--- config.mk ---
export PLATFORM = sky130hd
export DESIGN_NAME = tcache_core
export DESIGN_NICKNAME = d
export VERILOG_FILES = /design/src/source/tcache_pkg.sv /design/src/source/tcache_wr_if.sv /design/src/source/tcache_core.sv /design/src/source/tcache_l2c_bypass.sv /design/src/source/tcache_word_packer.sv /design/src/source/tcache_ingress_ctrl.sv
export SDC_FILE = /design/constraint.sdc
export NUM_CORES = 2
export LEC_CHECK = 0
export ABC_CLOCK_PERIOD_IN_PS = 29500
export BUFFER_PORTS_ARGS = -buffer_cell sky130_fd_sc_hd__buf_4
export CORE_AREA = 5 5 599 601
export DETAILED_ROUTE_END_ITERATION = 10
export DIE_AREA = 0 0 604 606
export PLACE_DENSITY = 0.38
export SYNTH_ARGS = -nofsm -noshare
export SYNTH_HDL_FRONTEND = slang
export SYNTH_HIERARCHICAL = 1
export SYNTH_SLANG_ARGS = --single-unit
--- constraint.sdc ---
create_clock -name clk -period 29.5 [get_ports clk]
set_input_delay 5.9 -clock clk [delete_from_list [all_inputs] [get_ports clk]]
set_output_delay 5.9 -clock clk [all_outputs]
set_load 0.005 [all_outputs]
--- src/source/tcache_pkg.sv ---
package tcache_pkg;

   localparam int word_wid  = 8;                  // bits per channel byte
   localparam int ch_x      = 32;                 // channels per word
   localparam int word_bits = word_wid * ch_x;
   localparam int half_bits = word_bits / 2;      // one 16-channel bank
   localparam int last_dly  = 4;                  // l1 last strobe latency

   localparam int mode_w = 3;

   // fifo modes, level-1 buffer is the source
   localparam logic [mode_w-1:0] mode_conv16_dfifo = 3'b000;
   localparam logic [mode_w-1:0] mode_conv16_sfifo = 3'b001;
   localparam logic [mode_w-1:0] mode_conv32_dfifo = 3'b010;
   localparam logic [mode_w-1:0] mode_conv32_sfifo = 3'b011;

   // transpose modes, level-2 cache is the source
   localparam logic [mode_w-1:0] mode_trans_matrix = 3'b100;
   localparam logic [mode_w-1:0] mode_trans_dwconv = 3'b111;

   // one feature-map word seen as bytes or as two banks
   typedef union packed {
      logic [ch_x-1:0][word_wid-1:0] bytes;
      logic [1:0][half_bits-1:0]     halves;    // [0] bank0 low, [1] bank1 high
   } fmap_word_u;

endpackage
--- src/source/tcache_wr_if.sv ---
interface tcache_wr_if;

   logic                             vld;
   logic                             last;
   logic [tcache_pkg::word_bits-1:0] ch0;
   logic [tcache_pkg::word_bits-1:0] ch1;

   modport ctrl (
      output vld,
      output last
   );

   modport packer (
      output ch0,
      output ch1
   );

   modport sink (
      input vld,
      input last,
      input ch0,
      input ch1
   );

endinterface

--- src/source/tcache_core.sv ---
module tcache_core (
   input  logic                             clk,
   input  logic                             rst_n,
   input  logic [tcache_pkg::mode_w-1:0]    mode,
   input  logic                             trans_prici,
   input  logic                             trans_swbank,
   input  logic                             dfifo_addr_odd,
   input  logic [4:0]                       mvfmap_offset,
   input  logic                             mvfmap_stride,
   // level-1 buffer
   input  logic                             l1b_datain_vld_ch0,
   input  logic                             l1b_datain_vld_ch1,
   input  logic                             l1b_datain_last,
   input  logic [tcache_pkg::word_bits-1:0] l1b_datain_ch0,
   input  logic [tcache_pkg::word_bits-1:0] l1b_datain_ch1,
   // level-2 cache
   input  logic                             l2c_datain_vld,
   input  logic                             l2c_datain_last,
   input  logic [tcache_pkg::word_bits-1:0] l2c_datain,
   // ram write
   output logic                             ram_wr_vld,
   output logic                             ram_wr_last,
   output logic [tcache_pkg::word_bits-1:0] ram_wr_ch0,
   output logic [tcache_pkg::word_bits-1:0] ram_wr_ch1,
   // to level-1
   output logic                             l1b_dataout_vld2lsu,
   output logic                             l1b_dataout_vld,
   output logic [tcache_pkg::word_bits-1:0] l1b_dataout
);

   logic core_vld;
   logic core_last;
   logic hl_shift;

   tcache_wr_if wr_if ();

   tcache_ingress_ctrl i_ctrl (
      .clk                (clk),
      .rst_n              (rst_n),
      .mode               (mode),
      .mvfmap_stride      (mvfmap_stride),
      .l1b_datain_vld_ch0 (l1b_datain_vld_ch0),
      .l1b_datain_vld_ch1 (l1b_datain_vld_ch1),
      .l1b_datain_last    (l1b_datain_last),
      .l2c_datain_vld     (l2c_datain_vld),
      .l2c_datain_last    (l2c_datain_last),
      .core_vld           (core_vld),
      .core_last          (core_last),
      .hl_shift           (hl_shift),
      .wr                 (wr_if.ctrl)
   );

   tcache_word_packer i_packer (
      .clk                (clk),
      .mode               (mode),
      .core_vld           (core_vld),
      .core_last          (core_last),
      .hl_shift           (hl_shift),
      .trans_prici        (trans_prici),
      .mvfmap_stride      (mvfmap_stride),
      .dfifo_addr_odd     (dfifo_addr_odd),
      .l1b_datain_vld_ch0 (l1b_datain_vld_ch0),
      .mvfmap_offset0     (mvfmap_offset[0]),   // only parity matters here
      .l1b_datain_ch0     (l1b_datain_ch0),
      .l1b_datain_ch1     (l1b_datain_ch1),
      .l2c_datain         (l2c_datain),
      .wr                 (wr_if.packer)
   );

   tcache_l2c_bypass i_bypass (
      .clk                 (clk),
      .rst_n               (rst_n),
      .mode                (mode),
      .l2c_datain_vld      (l2c_datain_vld),
      .trans_swbank        (trans_swbank),
      .l2c_datain          (l2c_datain),
      .l1b_dataout_vld2lsu (l1b_dataout_vld2lsu),
      .l1b_dataout_vld     (l1b_dataout_vld),
      .l1b_dataout         (l1b_dataout)
   );

   assign ram_wr_vld  = wr_if.vld;
   assign ram_wr_last = wr_if.last;
   assign ram_wr_ch0  = wr_if.ch0;
   assign ram_wr_ch1  = wr_if.ch1;

endmodule

--- src/source/tcache_l2c_bypass.sv ---
module tcache_l2c_bypass (
   input  logic                          clk,
   input  logic                          rst_n,
   input  logic [tcache_pkg::mode_w-1:0] mode,
   input  logic                          l2c_datain_vld,
   input  logic                          trans_swbank,
   input  tcache_pkg::fmap_word_u        l2c_datain,
   output logic                          l1b_dataout_vld2lsu,
   output logic                          l1b_dataout_vld,
   output tcache_pkg::fmap_word_u        l1b_dataout
);

   logic fifo_mode;

   assign fifo_mode = (mode != tcache_pkg::mode_trans_matrix) &&
                      (mode != tcache_pkg::mode_trans_dwconv);

   assign l1b_dataout_vld2lsu = fifo_mode & l2c_datain_vld;   // same-cycle notice to lsu

   always_ff @(posedge clk or negedge rst_n) begin
      if (!rst_n) begin
         l1b_dataout_vld <= 1'b0;
      end else begin
         l1b_dataout_vld <= l1b_dataout_vld2lsu;
      end
   end

   always_ff @(posedge clk) begin
      if (l1b_dataout_vld2lsu) begin
         if (trans_swbank) begin
            l1b_dataout.halves[0] <= l2c_datain.halves[1];   // bank swap
            l1b_dataout.halves[1] <= l2c_datain.halves[0];
         end else begin
            l1b_dataout <= l2c_datain;
         end
      end
   end

endmodule

--- src/source/tcache_word_packer.sv ---
module tcache_word_packer (
   input  logic                          clk,
   input  logic [tcache_pkg::mode_w-1:0] mode,
   input  logic                          core_vld,
   input  logic                          core_last,
   input  logic                          hl_shift,
   input  logic                          trans_prici,
   input  logic                          mvfmap_stride,
   input  logic                          dfifo_addr_odd,
   input  logic                          l1b_datain_vld_ch0,
   input  logic                          mvfmap_offset0,
   input  tcache_pkg::fmap_word_u        l1b_datain_ch0,
   input  tcache_pkg::fmap_word_u        l1b_datain_ch1,
   input  tcache_pkg::fmap_word_u        l2c_datain,
   tcache_wr_if.packer                   wr
);

   logic                   trans_mode;
   logic                   sfifo_mode;
   tcache_pkg::fmap_word_u sel_word;
   tcache_pkg::fmap_word_u swz_word;
   tcache_pkg::fmap_word_u ch0_nxt;
   tcache_pkg::fmap_word_u ch1_nxt;
   tcache_pkg::fmap_word_u ch0_r;
   tcache_pkg::fmap_word_u ch1_r;

   assign trans_mode = (mode == tcache_pkg::mode_trans_matrix) ||
                       (mode == tcache_pkg::mode_trans_dwconv);
   assign sfifo_mode = (mode == tcache_pkg::mode_conv16_sfifo) ||
                       (mode == tcache_pkg::mode_conv32_sfifo);

   assign sel_word = l1b_datain_vld_ch0 ? l1b_datain_ch0 : l1b_datain_ch1;

   // even bytes to the low 16, odd bytes to the high 16
   always_comb begin
      for (int n = 0; n < tcache_pkg::ch_x; n++) begin
         if (n < tcache_pkg::ch_x / 2) begin
            swz_word.bytes[n] = l2c_datain.bytes[2 * n];
         end else begin
            swz_word.bytes[n] = l2c_datain.bytes[2 * (n - tcache_pkg::ch_x / 2) + 1];
         end
      end
   end

   always_comb begin
      ch0_nxt = l1b_datain_ch0;   // 32ch dfifo
      ch1_nxt = l1b_datain_ch1;
      if (trans_mode) begin
         ch0_nxt = trans_prici ? swz_word : l2c_datain;
         ch1_nxt = ch0_nxt;
      end else if (mode == tcache_pkg::mode_conv16_dfifo) begin
         ch0_nxt.halves[0] = l1b_datain_ch0.halves[0];
         ch0_nxt.halves[1] = l1b_datain_ch1.halves[0];
         ch1_nxt.halves[0] = l1b_datain_ch0.halves[1];
         ch1_nxt.halves[1] = l1b_datain_ch1.halves[1];
      end else if (sfifo_mode && mvfmap_stride) begin
         if (mode == tcache_pkg::mode_conv16_sfifo) begin
            ch0_nxt = '0;
            ch1_nxt = '0;
            ch0_nxt.halves[mvfmap_offset0] = sel_word.halves[0];
            ch1_nxt.halves[mvfmap_offset0] = sel_word.halves[1];
         end else begin
            ch0_nxt = mvfmap_offset0 ? '0 : sel_word;
            ch1_nxt = mvfmap_offset0 ? sel_word : '0;
         end
      end else if (mode == tcache_pkg::mode_conv16_sfifo) begin
         if (core_last && !hl_shift) begin
            // unpaired tail beat lands low
            ch0_nxt.halves[1] = ch0_r.halves[1];
            ch0_nxt.halves[0] = sel_word.halves[0];
            ch1_nxt.halves[1] = ch1_r.halves[1];
            ch1_nxt.halves[0] = sel_word.halves[1];
         end else begin
            ch0_nxt.halves[1] = sel_word.halves[0];   // shift in at top
            ch0_nxt.halves[0] = ch0_r.halves[1];
            ch1_nxt.halves[1] = sel_word.halves[1];
            ch1_nxt.halves[0] = ch1_r.halves[1];
         end
      end else if (mode == tcache_pkg::mode_conv32_sfifo) begin
         ch0_nxt = hl_shift ? ch0_r : sel_word;
         ch1_nxt = hl_shift ? sel_word : ch1_r;
      end
   end

   always_ff @(posedge clk) begin
      if (core_vld) begin
         ch0_r <= ch0_nxt;
         ch1_r <= ch1_nxt;
      end
   end

   // odd address: ch0 holds the even slot, ch0_r high the odd one
   always_comb begin
      wr.ch0 = ch0_r;
      wr.ch1 = ch1_r;
      if (dfifo_addr_odd) begin
         if (mode == tcache_pkg::mode_conv16_dfifo) begin
            wr.ch0 = {l1b_datain_ch0.halves[0], ch0_r.halves[1]};
            wr.ch1 = {l1b_datain_ch0.halves[1], ch1_r.halves[1]};
         end else if (mode == tcache_pkg::mode_conv32_dfifo) begin
            wr.ch0 = ch1_r;
            wr.ch1 = l1b_datain_ch0;
         end
      end
   end

endmodule

--- src/source/tcache_ingress_ctrl.sv ---
module tcache_ingress_ctrl (
   input  logic                          clk,
   input  logic                          rst_n,
   input  logic [tcache_pkg::mode_w-1:0] mode,
   input  logic                          mvfmap_stride,
   input  logic                          l1b_datain_vld_ch0,
   input  logic                          l1b_datain_vld_ch1,
   input  logic                          l1b_datain_last,
   input  logic                          l2c_datain_vld,
   input  logic                          l2c_datain_last,
   output logic                          core_vld,
   output logic                          core_last,
   output logic                          hl_shift,
   tcache_wr_if.ctrl                     wr
);

   logic                            trans_mode;
   logic                            sfifo_mode;
   logic [tcache_pkg::last_dly-1:0] last_dly_r;

   assign trans_mode = (mode == tcache_pkg::mode_trans_matrix) ||
                       (mode == tcache_pkg::mode_trans_dwconv);
   assign sfifo_mode = (mode == tcache_pkg::mode_conv16_sfifo) ||
                       (mode == tcache_pkg::mode_conv32_sfifo);

   // source select
   assign core_vld  = trans_mode ? l2c_datain_vld
                                 : (l1b_datain_vld_ch0 | l1b_datain_vld_ch1);
   assign core_last = trans_mode ? l2c_datain_last
                                 : last_dly_r[tcache_pkg::last_dly-1];

   // l1 last lags the data path, realign it
   always_ff @(posedge clk or negedge rst_n) begin
      if (!rst_n) begin
         last_dly_r <= '0;
      end else begin
         last_dly_r <= {last_dly_r[tcache_pkg::last_dly-2:0], l1b_datain_last};
      end
   end

   // high/low beat pairing in single fifo
   always_ff @(posedge clk or negedge rst_n) begin
      if (!rst_n) begin
         hl_shift <= 1'b0;
      end else if (core_last) begin
         hl_shift <= 1'b0;
      end else if (core_vld && sfifo_mode) begin
         hl_shift <= ~hl_shift;
      end
   end

   always_ff @(posedge clk or negedge rst_n) begin
      if (!rst_n) begin
         wr.vld  <= 1'b0;
         wr.last <= 1'b0;
      end else begin
         if (sfifo_mode && !mvfmap_stride) begin
            wr.vld <= (core_vld & hl_shift) | core_last;   // write on second beat or flush
         end else begin
            wr.vld <= core_vld;
         end
         wr.last <= core_last;
      end
   end

endmodule

==> out/metrics.cfg <==
[run_status]
status = finished, violations left
violations = capacitance limit, slew limit

[synth]
synth_simple_gate_area_share_pct = 8.873
synth_edf_count = 768
synth_common_cells = 886 x mux2i_1, 878 x a21oi_1, 772 x nor2_1
avgSynthCellArea_um2 = 9.165
synthCells = 7170
synth.distinct_cells = 58
synthMostInstantiatedCell = mux2i_1
synthMuxAreaShare_pct = 20.09
synth.top_cell.area_share_pct = 35.10
yosys-top-cells-area = edfxtp_1 35%, mux2i_1 13%, a21oi_1 6.7%, mux2_2 6.6%, o21ai_0 4.5%
ys_async_sr_fraction_pct = 1.031
yosys.area.top_type = edfxtp_1
syn-num-nets = 7957
synthFlopType = edfxtp_1
yosysWarnings = 6
yosys.area_share.adder_pct = 0
synth_xor_xnor_area_share_pct = 0.02666
synth-seq-cells = 776
ys_seq_area_share_pct = 35.40
synth_top_family_by_area = compound AO/OA/AOI/OAI gates
synth_compound_gate_area_share_pct = 29.61
syn-cell-area_mm2 = 0.06571

[place]
hpwlAfterDp_um = 430000
io_buffers = 1554
place_congestion = 0.9256
place_worst_setup_slack_ns = 12.83

[power_and_ir_drop]
power_density_mw_per_mm2 = 55.23
leakage_uw = 0.03337
power_uw = 4731
vdd_drop_max_mv = 0.05090

[critical_path]
arrival_ns = 10.88
cp-start-kind = input port
r2r_cells = 9
r2r_start = i_ctrl/last_dly_r[3]
cp.required_ns = 23.60
crit_path_start = mode[2]
cp_max_fo = 83
critical_path_class = in -> out
end_kind = output port

[global_route]
gr-total-overflow = 0
grt_usage_pct = 30.02
antenna_found_initial = 238
grt_max_degree = 133
grt_pass1_wl_um = 741400
grt_pass1_vias = 69790

[clock_tree]
ctsLongestPathBuffers = 4
tritoncts = yes
cts.htree.levels = 3
cts_hold_buf = 0
clock_latency_ns = 0.90
root_buffer = clkbuf_16
cts.sinks = 776
ctsResizeCount = 0
clk_pin_slew_ns = 0.06
cts_buffers = 117
post-cts-setup-buffers = 0

[sta]
skew_ns = 0.05427
finalCritPeriodShare_pct = 56.87
period_minus_slack_ns = 16.78
final_hold_viol_count = 0
rsz0062_at_grt = false
max_slew_margin_pct = -5.982
max_freq_mhz = 59.61
drv_slew = 3
setup-tns-final_ns = 0
tightestPinTransition_ns = 1.580
layout_setup_ws_ns = 12.72
finalSetupViolCount = 0

[drt]
wl_per_cell_um = 44.31
dr_total_vias = 76220
drt_iter0_markers = 11580
ant_nets = 0
viasPerCell = 5.781
drc_errors = 0
firstDrtPassIters = 7
drt-total-wl_um = 584200

[job]
max_cap_violations = 1

[floorplan]
dieArea_mm2 = 0.3660
coreArea_mm2 = 0.3521
num_rows = 218
dieWidth_um = 604
die_y_um = 606
start_util_pct = 18.66
ioPinCount = 1559

[final_layout]
nets = 9016
fillers = 38240
drive_gt1_share_pct = 28.99
area_growth_pct = 30.35
finish.utilization_pct = 24.33

[worst_hold_path]
hold_path.startpoint = i_ctrl/last_dly_r[2]
hold_class = reg -> reg
min_path_cells = 0

-- cell type report --
type | count | area [µm²] | area share (%)
sequential | 776 | 23260 | 27.16
multi-input combinational | 5587 | 38830 | 45.33
clock inverter | 69 | 988.4 | 1.154
clock buffer | 145 | 3054 | 3.566
timing repair buffer | 1743 | 13260 | 15.48
antenna | 131 | 327.8 | 0.3827
inverter | 4 | 15.01 | 0.01753
tap | 4730 | 5918 | 6.909
-- logic make-up after synthesis --
logic type	Yosys count
multiplexers	1271
flip-flops	776
XOR/XNOR	2
buffers and inverters	807
AND/OR/NAND/NOR	1361
AO/OA/AOI/OAI	2953
-- state kept, by name, indices dropped and copies added (netlist names) --
| name | cells |
|---|---|
| i_bypass/l1b_dataout_vld | 1 |
| i_ctrl/hl_shift | 1 |
| i_packer/ch0_r | 256 |
| i_packer/ch1_r | 256 |
| i_ctrl/wr.vld | 1 |
| i_ctrl/wr.last | 1 |
| i_ctrl/last_dly_r | 4 |
| i_bypass/l1b_dataout | 256 |
-- worst paths after layout --
kind / to / slack [ns]
min in group asynchronous: i_bypass/l1b_dataout_vld / 4.88
min reg2reg: i_ctrl/last_dly_r[3] / 0.35
min: i_ctrl/last_dly_r[3] / 0.35
max: ram_wr_ch1[88] / 12.72
max in group asynchronous: i_ctrl/last_dly_r[3] / 24.44
max reg2reg: i_packer/ch0_r[185] / 24.81
-- layout by cell type (no fill, tap or decap), types with 8 or more instances in the layout --
master	instances
o22ai_1	255
dfrtp_1	8
o21ai_1	58
clkinv_2	18
o221ai_1	126
nor2_1	770
a221oi_2	25
clkbuf_1	27
nor3_1	105
mux2_2	385
a21oi_1	878
nand3_1	9
buf_12	11
mux2i_1	879
a211o_1	9
buf_4	1726
nor2b_1	121
a22o_1	248
nor3_2	25
nand2_1	291
clkinv_1	16
o21ai_0	593
diode_2	131
a211oi_1	103
a211oi_2	16
a221o_1	121
edfxtp_1	768
a22oi_1	10
bufinv_16	25
a21boi_0	110
o211ai_1	9
a21boi_1	10
a221oi_1	218
clkbuf_16	118
a41oi_1	134
-- layer usage --
metal / share of wire [%] / track usage (%) / up-vias
met2: 43 / 45.81 / 6016
met3: 11 / 9.594 / 1282
li1: - / - / 30390
met5: 0.12 / 0 / -
met4: 7.6 / 19.26 / 114
met1: 38 / 36.37 / 38420
-- stage by stage --
stage	instances	hold WS, ns	instance area [µm²]
floorplan	7170	0.3312	65710
global placement	12840	0.3424	81280
detailed placement	12840	0.3373	81280
CTS	13050	0.3560	85320
global route	13110	0.3667	85460
finish	13190	0.3524	85660
-- report_power, final --
part | internal [µW] | total (µW) | switching [µW] | leakage (µW)
clock | 946 | 1580 | 638 | 0.00196
sequential | 1420 | 1540 | 126 | 0.00771
combinational | 575 | 1600 | 1030 | 0.0237
total | 2940 | 4730 | 1790 | 0.0334
-- critical path, cell delays in order --
cell     delay, ns
buf_8         0.18
nor3b_4       0.47
buf_4         0.51
buf_4         0.74
buf_4         0.66
buf_4         0.47
buf_4         0.79
nor2_1        0.10
a21oi_1       0.59
buf_4         0.23
Power figures use the tool's default switching activity.
